`src/verilog/core_params.svh`:
```
`ifndef CORE_PARAMS_SVH
`define CORE_PARAMS_SVH

// data path width, also the width of an instruction word
`define CORE_XLEN 32

`define CORE_NREGS 32

// immediate field as encoded in bits 13..0
`define CORE_IMM_W 14

`define CORE_DMEM_WORDS 64

// instruction memory is word addressed, so this counts instructions
`define CORE_PC_W 8

`endif
```
`src/verilog/core_pkg.sv`:
```
`default_nettype none

`include "core_params.svh"

package core_pkg;

	typedef logic [`CORE_XLEN-1:0] word_t;
	typedef logic [$clog2(`CORE_NREGS)-1:0] reg_addr_t;
	typedef logic [`CORE_IMM_W-1:0] imm_t;
	typedef logic [`CORE_PC_W-1:0] pc_t;
	typedef logic [31:0] instr_t;

	typedef enum logic [5:0] {
		OP_NOP = 6'd0,
		OP_ALU,
		OP_ADDI,
		OP_LW,
		OP_SW,
		OP_BEQ
	} opcode_e;

	typedef enum logic [4:0] {
		FN_ADD = 5'd0,
		FN_SUB,
		FN_AND,
		FN_OR,
		FN_XOR,
		FN_SLT
	} alu_fn_e;

	typedef enum logic [1:0] {
		WB_ALU = 2'd0,
		WB_MEM
	} wb_sel_e;

	typedef struct packed {
		logic      do_dm_read;
		logic      do_dm_write;
		logic      do_reg_write;
		reg_addr_t write_reg_addr;
		wb_sel_e   wb_sel;
		alu_fn_e   alu_fn;
		logic      alu_use_imm;
		logic      is_branch;
	} ctrl_t;

	typedef struct packed {
		ctrl_t ctrl;
		word_t ra_data;
		word_t rt_data;
		word_t imm_extend;
		imm_t  imm;
	} id_ex_t;

	typedef struct packed {
		ctrl_t ctrl;
		word_t alu_result; // branch target for a BEQ
		word_t rt_data;
		logic  branch_taken;
	} ex_mem_t;

	typedef struct packed {
		logic      do_reg_write;
		reg_addr_t write_reg_addr;
		word_t     write_reg_data;
	} mem_wb_t;

endpackage

`default_nettype wire

```
`src/verilog/alu.sv`:
```
`timescale 1ns/10ps
`default_nettype none

module alu (
	input  core_pkg::id_ex_t stage,
	output core_pkg::word_t  result,
	output logic             branch_taken
);
	import core_pkg::*;

	word_t a;
	word_t b;
	word_t fn_result;

	assign a = stage.ra_data;
	assign b = stage.ctrl.alu_use_imm ? stage.imm_extend : stage.rt_data;

	always_comb begin
		case (stage.ctrl.alu_fn)
			FN_ADD: fn_result = a + b;
			FN_SUB: fn_result = a - b;
			FN_AND: fn_result = a & b;
			FN_OR: fn_result = a | b;
			FN_XOR: fn_result = a ^ b;
			FN_SLT: fn_result = word_t'($signed(a) < $signed(b));
			default: fn_result = '0;
		endcase
	end

	// a branch carries its absolute target down the pipe in the result field
	assign result = stage.ctrl.is_branch ? word_t'(stage.imm) : fn_result;
	assign branch_taken = stage.ctrl.is_branch && (stage.ra_data == stage.rt_data);

endmodule

`default_nettype wire

```
`config.mk`:
```
export PLATFORM = sky130hd
export DESIGN_NAME = alu
export DESIGN_NICKNAME = d
export VERILOG_FILES = /design/src/verilog/core_pkg.sv /design/src/verilog/alu.sv
export VERILOG_INCLUDE_DIRS = /design/src /design/src/verilog
export SDC_FILE = /design/constraint.sdc
export NUM_CORES = 1
export LEC_CHECK = 0
export ABC_AREA = 1
export BUFFER_PORTS_ARGS = -buffer_cell sky130_fd_sc_hd__buf_2
export CORE_UTILIZATION = 40
export DETAILED_ROUTE_END_ITERATION = 16
export PLACE_DENSITY = 0.61
export SETUP_SLACK_MARGIN = 0.5
export SYNTH_ARGS = -nofsm -noshare
export SYNTH_HDL_FRONTEND = slang
export SYNTH_SLANG_ARGS = --single-unit
```
`constraint.sdc`:
```
create_clock -name vclk -period 4.6
set_clock_uncertainty 0.2 [all_clocks]
set_input_delay 0.46 -clock vclk [all_inputs]
set_output_delay 0.46 -clock vclk [all_outputs]
set_load 0.02 [all_outputs]
```
# Word level (Yosys, flattened, before mapping)
# Cells that the tools add are included.
# totals
regBits,0
out_inout_bits,33
elab_cells,17
inputBits,127
# op_classes
n_eq_ne,6
magnitude_cmp,1
reduce_logical,2
muxes,3
n_addsub,2
bitwise,3
# ops
cell,count
one-hot mux 32 bit (6 select lines),1
two-way mux 32 bit,2
adder 32 bit,1
AND 32 bit,1
== test 32 bit,1
less-than comparator 32 bit,1
bitwise OR 32 bit,1
subtractor 32 bit,1
bitwise XOR 32 bit,1
"== test 5 x 2 -> 1 bit, second input constant",2
"== test 5 x 3 -> 1 bit, second input constant",2
"== test 5 x 1 -> 1 bit, second input constant",1
logical NOT 5 bit,1
logical AND 1 bit,1

# Longest topological paths before layout
# Gate-level depths: netlist of run 1.
# depth
word_depth,4
ltp_mapped,21
depth_no_buf,20

# Worst setup path after synthesis of run 1
# OpenSTA, ideal clock, no wires.
# synth_path
kind,in2out
start,in stage[111] (netlist bit)
end,out result[20]
path_slack_ns,0.971
arrival_ns,2.969
path_buffers,2
stages,19
path_cell_list,clkbuf_1 clkbuf_1 nand2_1 o21ai_0 inv_1 ha_1 fa_1 nand2_1 nand2_1 and2_1 nand3_1 nand3_1 nand2_1 nand2_1 nand2_1 nand3_1 nand2_1 nor2_1 nor2_1
# synth_via
elab_chain_cells,4
elab_cells_between_ends,8
classes_between,add/sub (2); mux (3); bitwise (3)
# synth_lines
element,line_no,source
from (decl),alu.sv:5,"input core_pkg::id_ex_t stage,"
two-way mux 32 bit (*),alu.sv:16,assign b = stage.ctrl.alu_use_imm ? stage.imm_extend : stage.rt_data;
"subtractor 32 bit, or another cell as far along",alu.sv:21,FN_SUB: fn_result = a - b;
one-hot mux 32 bit (6 select lines) (*),alu.sv:19,case (stage.ctrl.alu_fn)
two-way mux 32 bit (*),alu.sv:31,assign result = stage.ctrl.is_branch ? word_t'(stage.imm) : fn_result;
to (decl),alu.sv:6,"output core_pkg::word_t result,"
# Every way passes the cells marked *; elsewhere a longest branch is shown, timed or not.

# Worst setup path in the final report of run 1
# layout_path
start,in stage[111] (netlist bit)
end,out result[30]
# Same word-level chain as after synthesis.

==> results.rst, run 1 <==
.. list-table::
   :header-rows: 1

   * - Metric
     - Value
   * - Detailed-placement wirelength estimate
     - between 20000 and 30000 um
   * - Die Y-Extent
     - 142 um
   * - Postcts setup bufs
     - 0
   * - Die area
     - around 20000 um^2
   * - Synthesized area
     - 7790 um^2
   * - Worst setup path endpoint
     - result[30]
   * - Run status
     - completed
   * - GR Util met1
     - 0.450
   * - Synth cell types
     - 44
   * - CTS hold repair buffers
     - 0
   * - Sort of element at the start of the critical path
     - input pin
   * - IO buf count
     - 150
   * - Top cells by count, synth
     - nand2_1 (544), inv_1 (356), nor2_1 (144)
   * - Slew HR
     - 0.497
   * - Kind of end point of the critical path
     - output port
   * - Final net count
     - 1929
   * - Fin crit period
     - between 3000 and 4000 ps
   * - Drt initial violations
     - ~800
   * - Power density normalized to cell area
     - approximately 120 nW/um^2
   * - Via density per instance
     - about 5
   * - Instance count of the mapped netlist
     - 1590
   * - Total global routing track utilization
     - 0.312
   * - Mean instance size in the synthesized netlist
     - between 4 and 5 um^2
   * - Max-cap violations
     - 0
   * - Total grt overflow
     - 0
   * - Synth warn
     - 0
   * - Number of gates resized after cts
     - 0
   * - Seq/Total Area, Yosys
     - 0
   * - Setup repair after global routing missed its margin
     - yes
   * - Total instance count after detailed placement
     - 1955
   * - Maximum number of pins on one net before global-route repair
     - 57
   * - Launch point of the worst path
     - stage[111]
   * - Floorplan row count
     - 50
   * - Fin area
     - 8610 um^2
   * - P&R area growth vs syn
     - 10.5%
   * - Clock Buffer Count
     - 0
   * - GR Layer Usage met2
     - 0.495
   * - Instance area after placement
     - ~8600 um^2
   * - Number of cells in the finished layout apart from fillers
     - 1955
   * - Critical setup path kind
     - in2out
   * - N_diodes
     - 0
   * - Arrival time of data at the critical path endpoint
     - 3240 ps
   * - Number of top-level pins
     - 160
   * - Most area-hungry cell type in the Yosys netlist
     - nand2_1
   * - Vias
     - 9865
   * - Post-detailed-routing wire length
     - 31300 um
   * - Total count of max-transition violations in the final report
     - 0
   * - Number of failing hold endpoints at the final stage
     - 0
   * - Most used routing layer
     - met2
   * - Core region area
     - 18900 um^2
   * - Share of cells above drive strength 1
     - 0.118
   * - Final period utilization
     - 0.847
   * - Maximum fanout count along the critical path
     - 56
   * - Library cell with the highest instance count after synthesis
     - nand2_1
   * - Peak supply drop
     - 0.0548 mV
   * - Highest achievable clock rate
     - 0.257 GHz
   * - Die Wd
     - 142 um
   * - Seq_cells
     - 0
   * - Post-Route Setup TNS
     - 0 ps
   * - Wire length per cell
     - 16.0 um
   * - Placer Congestion
     - roughly 0.97
   * - Setup-failing EPs final
     - 0
   * - Kind of path behind the tightest hold check
     - in2out
   * - Antenna violations before repair
     - 0
   * - Synth top area share
     - 0.262
   * - Final core utilization
     - 0.456
   * - Mapped Nets
     - 1822
   * - Via count of the first global-routing pass
     - 8840
   * - Router iterations before antenna repair
     - 6
   * - Transition time at the pin with the least slew margin
     - 735 ps
   * - Data required time of the critical path
     - 3940 ps
   * - Final antenna-violating net count
     - 0
   * - Global-route wire length before repair
     - 48000 um
   * - Met3 usage
     - 0.0290
   * - Reg area
     - 0 um^2
   * - Leak
     - 5.52 nW
   * - Top area cells in the synthesized netlist
     - nand2_1 (26%), inv_1 (17%), ha_1 (17%), nor2_1 (6.9%), nand3_1 (6.0%)
   * - Initial Utilization
     - 0.413
   * - Drt drc
     - 0
[layer usage]
layer	vias up	wire length, um
met4	0	849
met3	47	2540
met2	403	13100
li1	5060	-
met5	-	0
met1	4355	14800
[area by class of cell]
class / instances / area (um^2)
fillers: 2244 / 10300
multi-input cells: 1177 / 6120
inverters: 362 / 1360
repair buffers: 156 / 808
well taps: 260 / 325
[worst min-delay path by stage]
stage,cells past startpoint,start,slack [ps],endpoint
2_1_floorplan,2,stage[0],890,result[0]
3_3_place_gp,4,stage[9],1030,result[9]
3_5_place_dp,4,stage[8],1030,result[8]
4_1_cts,4,stage[9],1030,result[9]
5_1_grt,4,stage[1],1050,result[1]
6_report,4,stage[3],1030,result[3]
[worst max-delay path: stages]
cell and delay [ps]:
buf_2 160, buf_12 190, o21ai_0 440, ha_1 470, nor2_1 240, nand2_1 150, nor2_1 240, and3_1 200
nand2_1 120, nand3_1 110, nand2_1 60, nor2_1 90, nor2_1 50, nor2_1 70, buf_2 170
[report_power, final]
group | internal [mW] | switching, mW
sequential | 0 | 0
combinational | 0.334 | 0.741
clock | 0 | 0
[cell families (layout without fill, tap and decap cells)]
| group | Yosys count | count (layout) | share of synthesized area |
|---|---|---|---|
| compound gates | 220 | 220 | 0.157 |
| fa+ha+maj | 105 | 105 | 0.170 |
| xor+xnor | 8 | 8 | 0.00899 |
| simple gates | 844 | 844 | 0.446 |
| buf+inv | 413 | 518 | 0.218 |
[through the flow]
| step | setup WS [ps] | power, mW | hold WS [ps] |
|---|---|---|---|
| finish | 705 | 1.07 | 1030 |
| global route | 499 | 1.20 | 1050 |
| CTS | 523 | 1.05 | 1030 |
| detailed placement | 521 | 1.04 | 1030 |
| global placement | 567 | 1.03 | 1030 |
| floorplan | 971 | 0.738 | 895 |
[layout by cell type (no fill, tap or decap), types with 8 or more instances in the layout]
cell type and instances:
nor2_1 143, a21oi_1 83, buf_2 150, nand3_1 94, o21ai_0 67, inv_1 356
nand2_1 544, nor3_1 10, ha_1 95, o22ai_1 37, nand2_2 8, ha_2 8
nand4_1 13, o21ai_1 9
(Power assumes the default switching activity.)
==> inputs of run 2 (changes only) <==
--- a/config.mk
+++ b/config.mk
@@ -6,11 +6,11 @@
 export SDC_FILE = /design/constraint.sdc
 export NUM_CORES = 1
 export LEC_CHECK = 0
-export ABC_AREA = 1
+export ABC_AREA = 0
 export BUFFER_PORTS_ARGS = -buffer_cell sky130_fd_sc_hd__buf_2
 export CORE_UTILIZATION = 40
 export DETAILED_ROUTE_END_ITERATION = 16
-export PLACE_DENSITY = 0.61
+export PLACE_DENSITY = 0.66
 export SETUP_SLACK_MARGIN = 0.5
 export SYNTH_ARGS = -nofsm -noshare
 export SYNTH_HDL_FRONTEND = slang
==> constraint.sdc (replaced) <==
create_clock -name vclk -period 3.5
set_clock_uncertainty 0.2 [all_clocks]
set_input_delay 0.35 -clock vclk [all_inputs]
set_output_delay 0.35 -clock vclk [all_outputs]
set_load 0.02 [all_outputs]
==> run 2 against run 1 <==
  * The run now ends with setup timing left
  * Flip-flop and latch count unchanged
  * Critical path depth up 2
  * Cell count down 25%
  * Core utilization up 29 points
  * Setup slack worse by 1200 ps
  * Sequential share of layout area unchanged
  * Cell area up 25%
  * Synthesized cell count down 44%
  * First-iteration DRC count up 0.88%
  * Global-route usage up 3.9 points
  * Die area down 24%
  * Non-clock buffer count up 303
  * Largest cell class unchanged
  * Highest routed layer unchanged
==> results.rst, run 2 <==
.. list-table::
   :header-rows: 1

   * - Metric
     - Value
   * - Run status
     - finished with violations
   * - End point of the most critical hold path
     - result[11]
   * - Synth warn
     - 0 (unchanged)
   * - Number of top-level pins
     - 160 (unchanged)
   * - Mean instance size in the synthesized netlist
     - 6.64 um^2 (+35%)
   * - Most area-hungry cell type in the Yosys netlist
     - ha_1
   * - Post-Route Setup TNS
     - -9410 ps (-9410 ps)
   * - Sort of element at the start of the critical path
     - input pin
   * - Via density per instance
     - 6.08 (+21%)
   * - Floorplan row count
     - 44 (-12%)
   * - CP bufs+invs
     - 7 (+4)
   * - Die Wd
     - 124 um (-13%)
   * - Wire length per cell
     - 20.4 um (+27%)
   * - Arrival time of data at the critical path endpoint
     - 3480 ps (+240 ps)
   * - Seq/Total Area, Yosys
     - 0 (unchanged)
   * - Maximum number of pins on one net before global-route repair
     - 22 (-61%)
   * - Number of cells in the finished layout apart from fillers
     - 1475 (-25%)
   * - Crit path depth
     - 17 (+2)
   * - Worst Hold Depth
     - 4 (unchanged)
   * - Clock Buffer Count
     - 0 (unchanged)
   * - Most frequent cell on the critical path
     - buf_4
   * - Total count of max-transition violations in the final report
     - 0 (unchanged)
   * - Total global routing track utilization
     - 0.350 (+0.0386)
   * - IO buf count
     - 150 (unchanged)
   * - Top routing layer used
     - met4
   * - Top cells by count, synth
     - ha_1 (103), inv_1 (89), nor2_1 (85)
   * - Met3 routed WL
     - 2630 um (+3.5%)
   * - Maximum fanout count along the critical path
     - 6 (-89%)
   * - Amount of wire on met2 after detailed routing
     - 14200 um (+8.3%)
   * - Critical setup path kind
     - in2out
   * - Transition time at the pin with the least slew margin
     - 975 ps (+240 ps)
   * - Setup repair after global routing missed its margin
     - yes
   * - Synth cell types
     - 71 (+61%)
   * - Kind of end point of the critical path
     - output port
   * - Slowest library cell on the worst path
     - a221oi_2
   * - Initial Utilization
     - 0.409 (-0.00360)
   * - Setup-failing EPs final
     - 26 (+26)
   * - Drt drc
     - 0 (unchanged)
   * - Highest achievable clock rate
     - between 0.2 and 0.25 GHz
   * - Data required time of the critical path
     - 2950 ps (-990 ps)
   * - Seq_cells
     - 0 (unchanged)
   * - Post-detailed-routing wire length
     - 30100 um (-3.9%)
   * - Placer Congestion
     - 0.992 (+2.0%)
   * - Library cell with the highest instance count after synthesis
     - ha_1
   * - P&R area growth vs syn
     - 82.2%
   * - Synth top area share
     - 0.218 (-0.0443)
   * - Most common cell after layout, fill and taps aside
     - buf_4
   * - Worst path setup slack after routing
     - -525 ps (-1230 ps)
   * - Via count of the first global-routing pass
     - 8356 (-5.5%)
   * - Largest stage delay, worst path
     - 360 ps (-110 ps)
   * - Reg area
     - 0 um^2 (unchanged)
   * - Delay-heaviest family, CP
     - compound AO/OA/AOI/OAI gates
   * - Top area cells in the synthesized netlist
     - ha_1 (22%), a21oi_1 (6.3%), inv_1 (5.6%), xnor2_1 (5.6%), mux2i_1 (5.6%)
   * - Final period utilization
     - 1.15
   * - Number of failing hold endpoints at the final stage
     - 0 (unchanged)
   * - Met1 layer wirelength in the final routing
     - 11100 um (-25%)
   * - Kind of path behind the tightest hold check
     - in2out
   * - Vias
     - 8969 (-9.1%)
   * - Final net count
     - 1524 (-21%)
   * - Hold slack final
     - 793 ps (-239 ps)
   * - Antenna violations before repair
     - 1 (+1)
   * - Max-cap violations
     - 0 (unchanged)
   * - Detailed-placement wirelength estimate
     - 20200 um (-25%)
   * - Global-route wire length before repair
     - 42000 um (-12%)
   * - Filler cell count
     - 1018 (-55%)
   * - Instance count of the mapped netlist
     - 892 (-44%)
   * - Highest-count cells in the layout ignoring fill and taps
     - buf_4 (288), buf_2 (123), inv_1 (87)
   * - Total instance count after detailed placement
     - 1421 (-27%)
   * - Violations in the final reports
     - setup timing
   * - Mapped Nets
     - 1124 (-38%)
   * - Hold wc startpoint
     - stage[11]
   * - Cells along the critical path
     - buf_12 > buf_12 > mux2i_2 > ha_1 > buf_4 > buf_6 > a2111oi_4 > o21ai_2 > a21bo_2 > buf_4 > buf_4 > a21o_1 > a21oi_2 > o221ai_2 > a221oi_2 > o21ai_2 > buf_6
   * - Slew HR
     - 0.349 (-0.149)
   * - Final antenna-violating net count
     - 0 (unchanged)
   * - Core region area
     - 14500 um^2 (-23%)
   * - Die area
     - 15300 um^2 (-24%)
   * - Fin crit period
     - between 4000 and 5000 ps
   * - Synthesized area
     - 5920 um^2 (-24%)
   * - Drt initial violations
     - 804 (+0.88%)
   * - Router iterations before antenna repair
     - 8 (+2)
   * - Die Y-Extent
     - 124 um (-13%)
   * - Total grt overflow
     - 0 (unchanged)
   * - Share of cells above drive strength 1
     - 0.529 (+0.411)
run 2: timing repair:
item | in CTS | in global routing
gates cloned | 2 | 0
buffers inserted | 35 | 16
hold endpoints to repair | 0 | 0
hold buffers | 0 | 0
pin swaps | 105 | 67
setup endpoints to repair | 32 | 32
gates resized for setup | 218 | 103
run 2: worst max-delay path by stage:
stage	slack, ps	to	from
2_1_floorplan	-310	result[19]	stage[111]
3_3_place_gp	-660	result[14]	stage[111]
3_5_place_dp	-720	result[14]	stage[111]
4_1_cts	-430	result[14]	stage[111]
5_1_grt	-660	result[23]	stage[111]
6_report	-530	result[11]	stage[111]
run 2: cell families (layout without fill, tap and decap cells):
group / count (synthesis) / count (layout) / share of synthesized area
multiplexers: 34 / 34 / 0.0577
AND/OR/NAND/NOR: 267 / 267 / 0.212
adder cells (fa/ha/maj): 105 / 105 / 0.224
other: 0 / 1 / 0
buffers and inverters: 150 / 548 / 0.103
XOR/XNOR: 45 / 45 / 0.0666
AO/OA/AOI/OAI: 291 / 291 / 0.337
run 2: final cells by class:
cell class,instances,area (um^2),share of cell area
multi-input combinational,742,6820,0.632
timing repair buffer,459,3400,0.315
tap,184,230,0.0213
antenna,1,2.50,0.000232
inverter,89,334,0.0310
run 2: through the flow:
| step | cell area (um^2) | util | worst slack, ps |
|---|---|---|---|
| 6_report | 10800 | 0.745 | -525 |
| 5_1_grt | 10800 | 0.745 | -658 |
| 4_1_cts | 10200 | 0.702 | -426 |
| 3_5_place_dp | 8790 | 0.607 | -718 |
| 3_3_place_gp | 8790 | 0.607 | -657 |
| 2_1_floorplan | 6190 | - | -310 |
run 2: layer usage:
metal | vias up | global-route usage
met2 | 597 | 0.614
met4 | 0 | 0.191
li1 | 4020 | -
met3 | 210 | 0.0490
met1 | 4142 | 0.409
met5 | - | 0
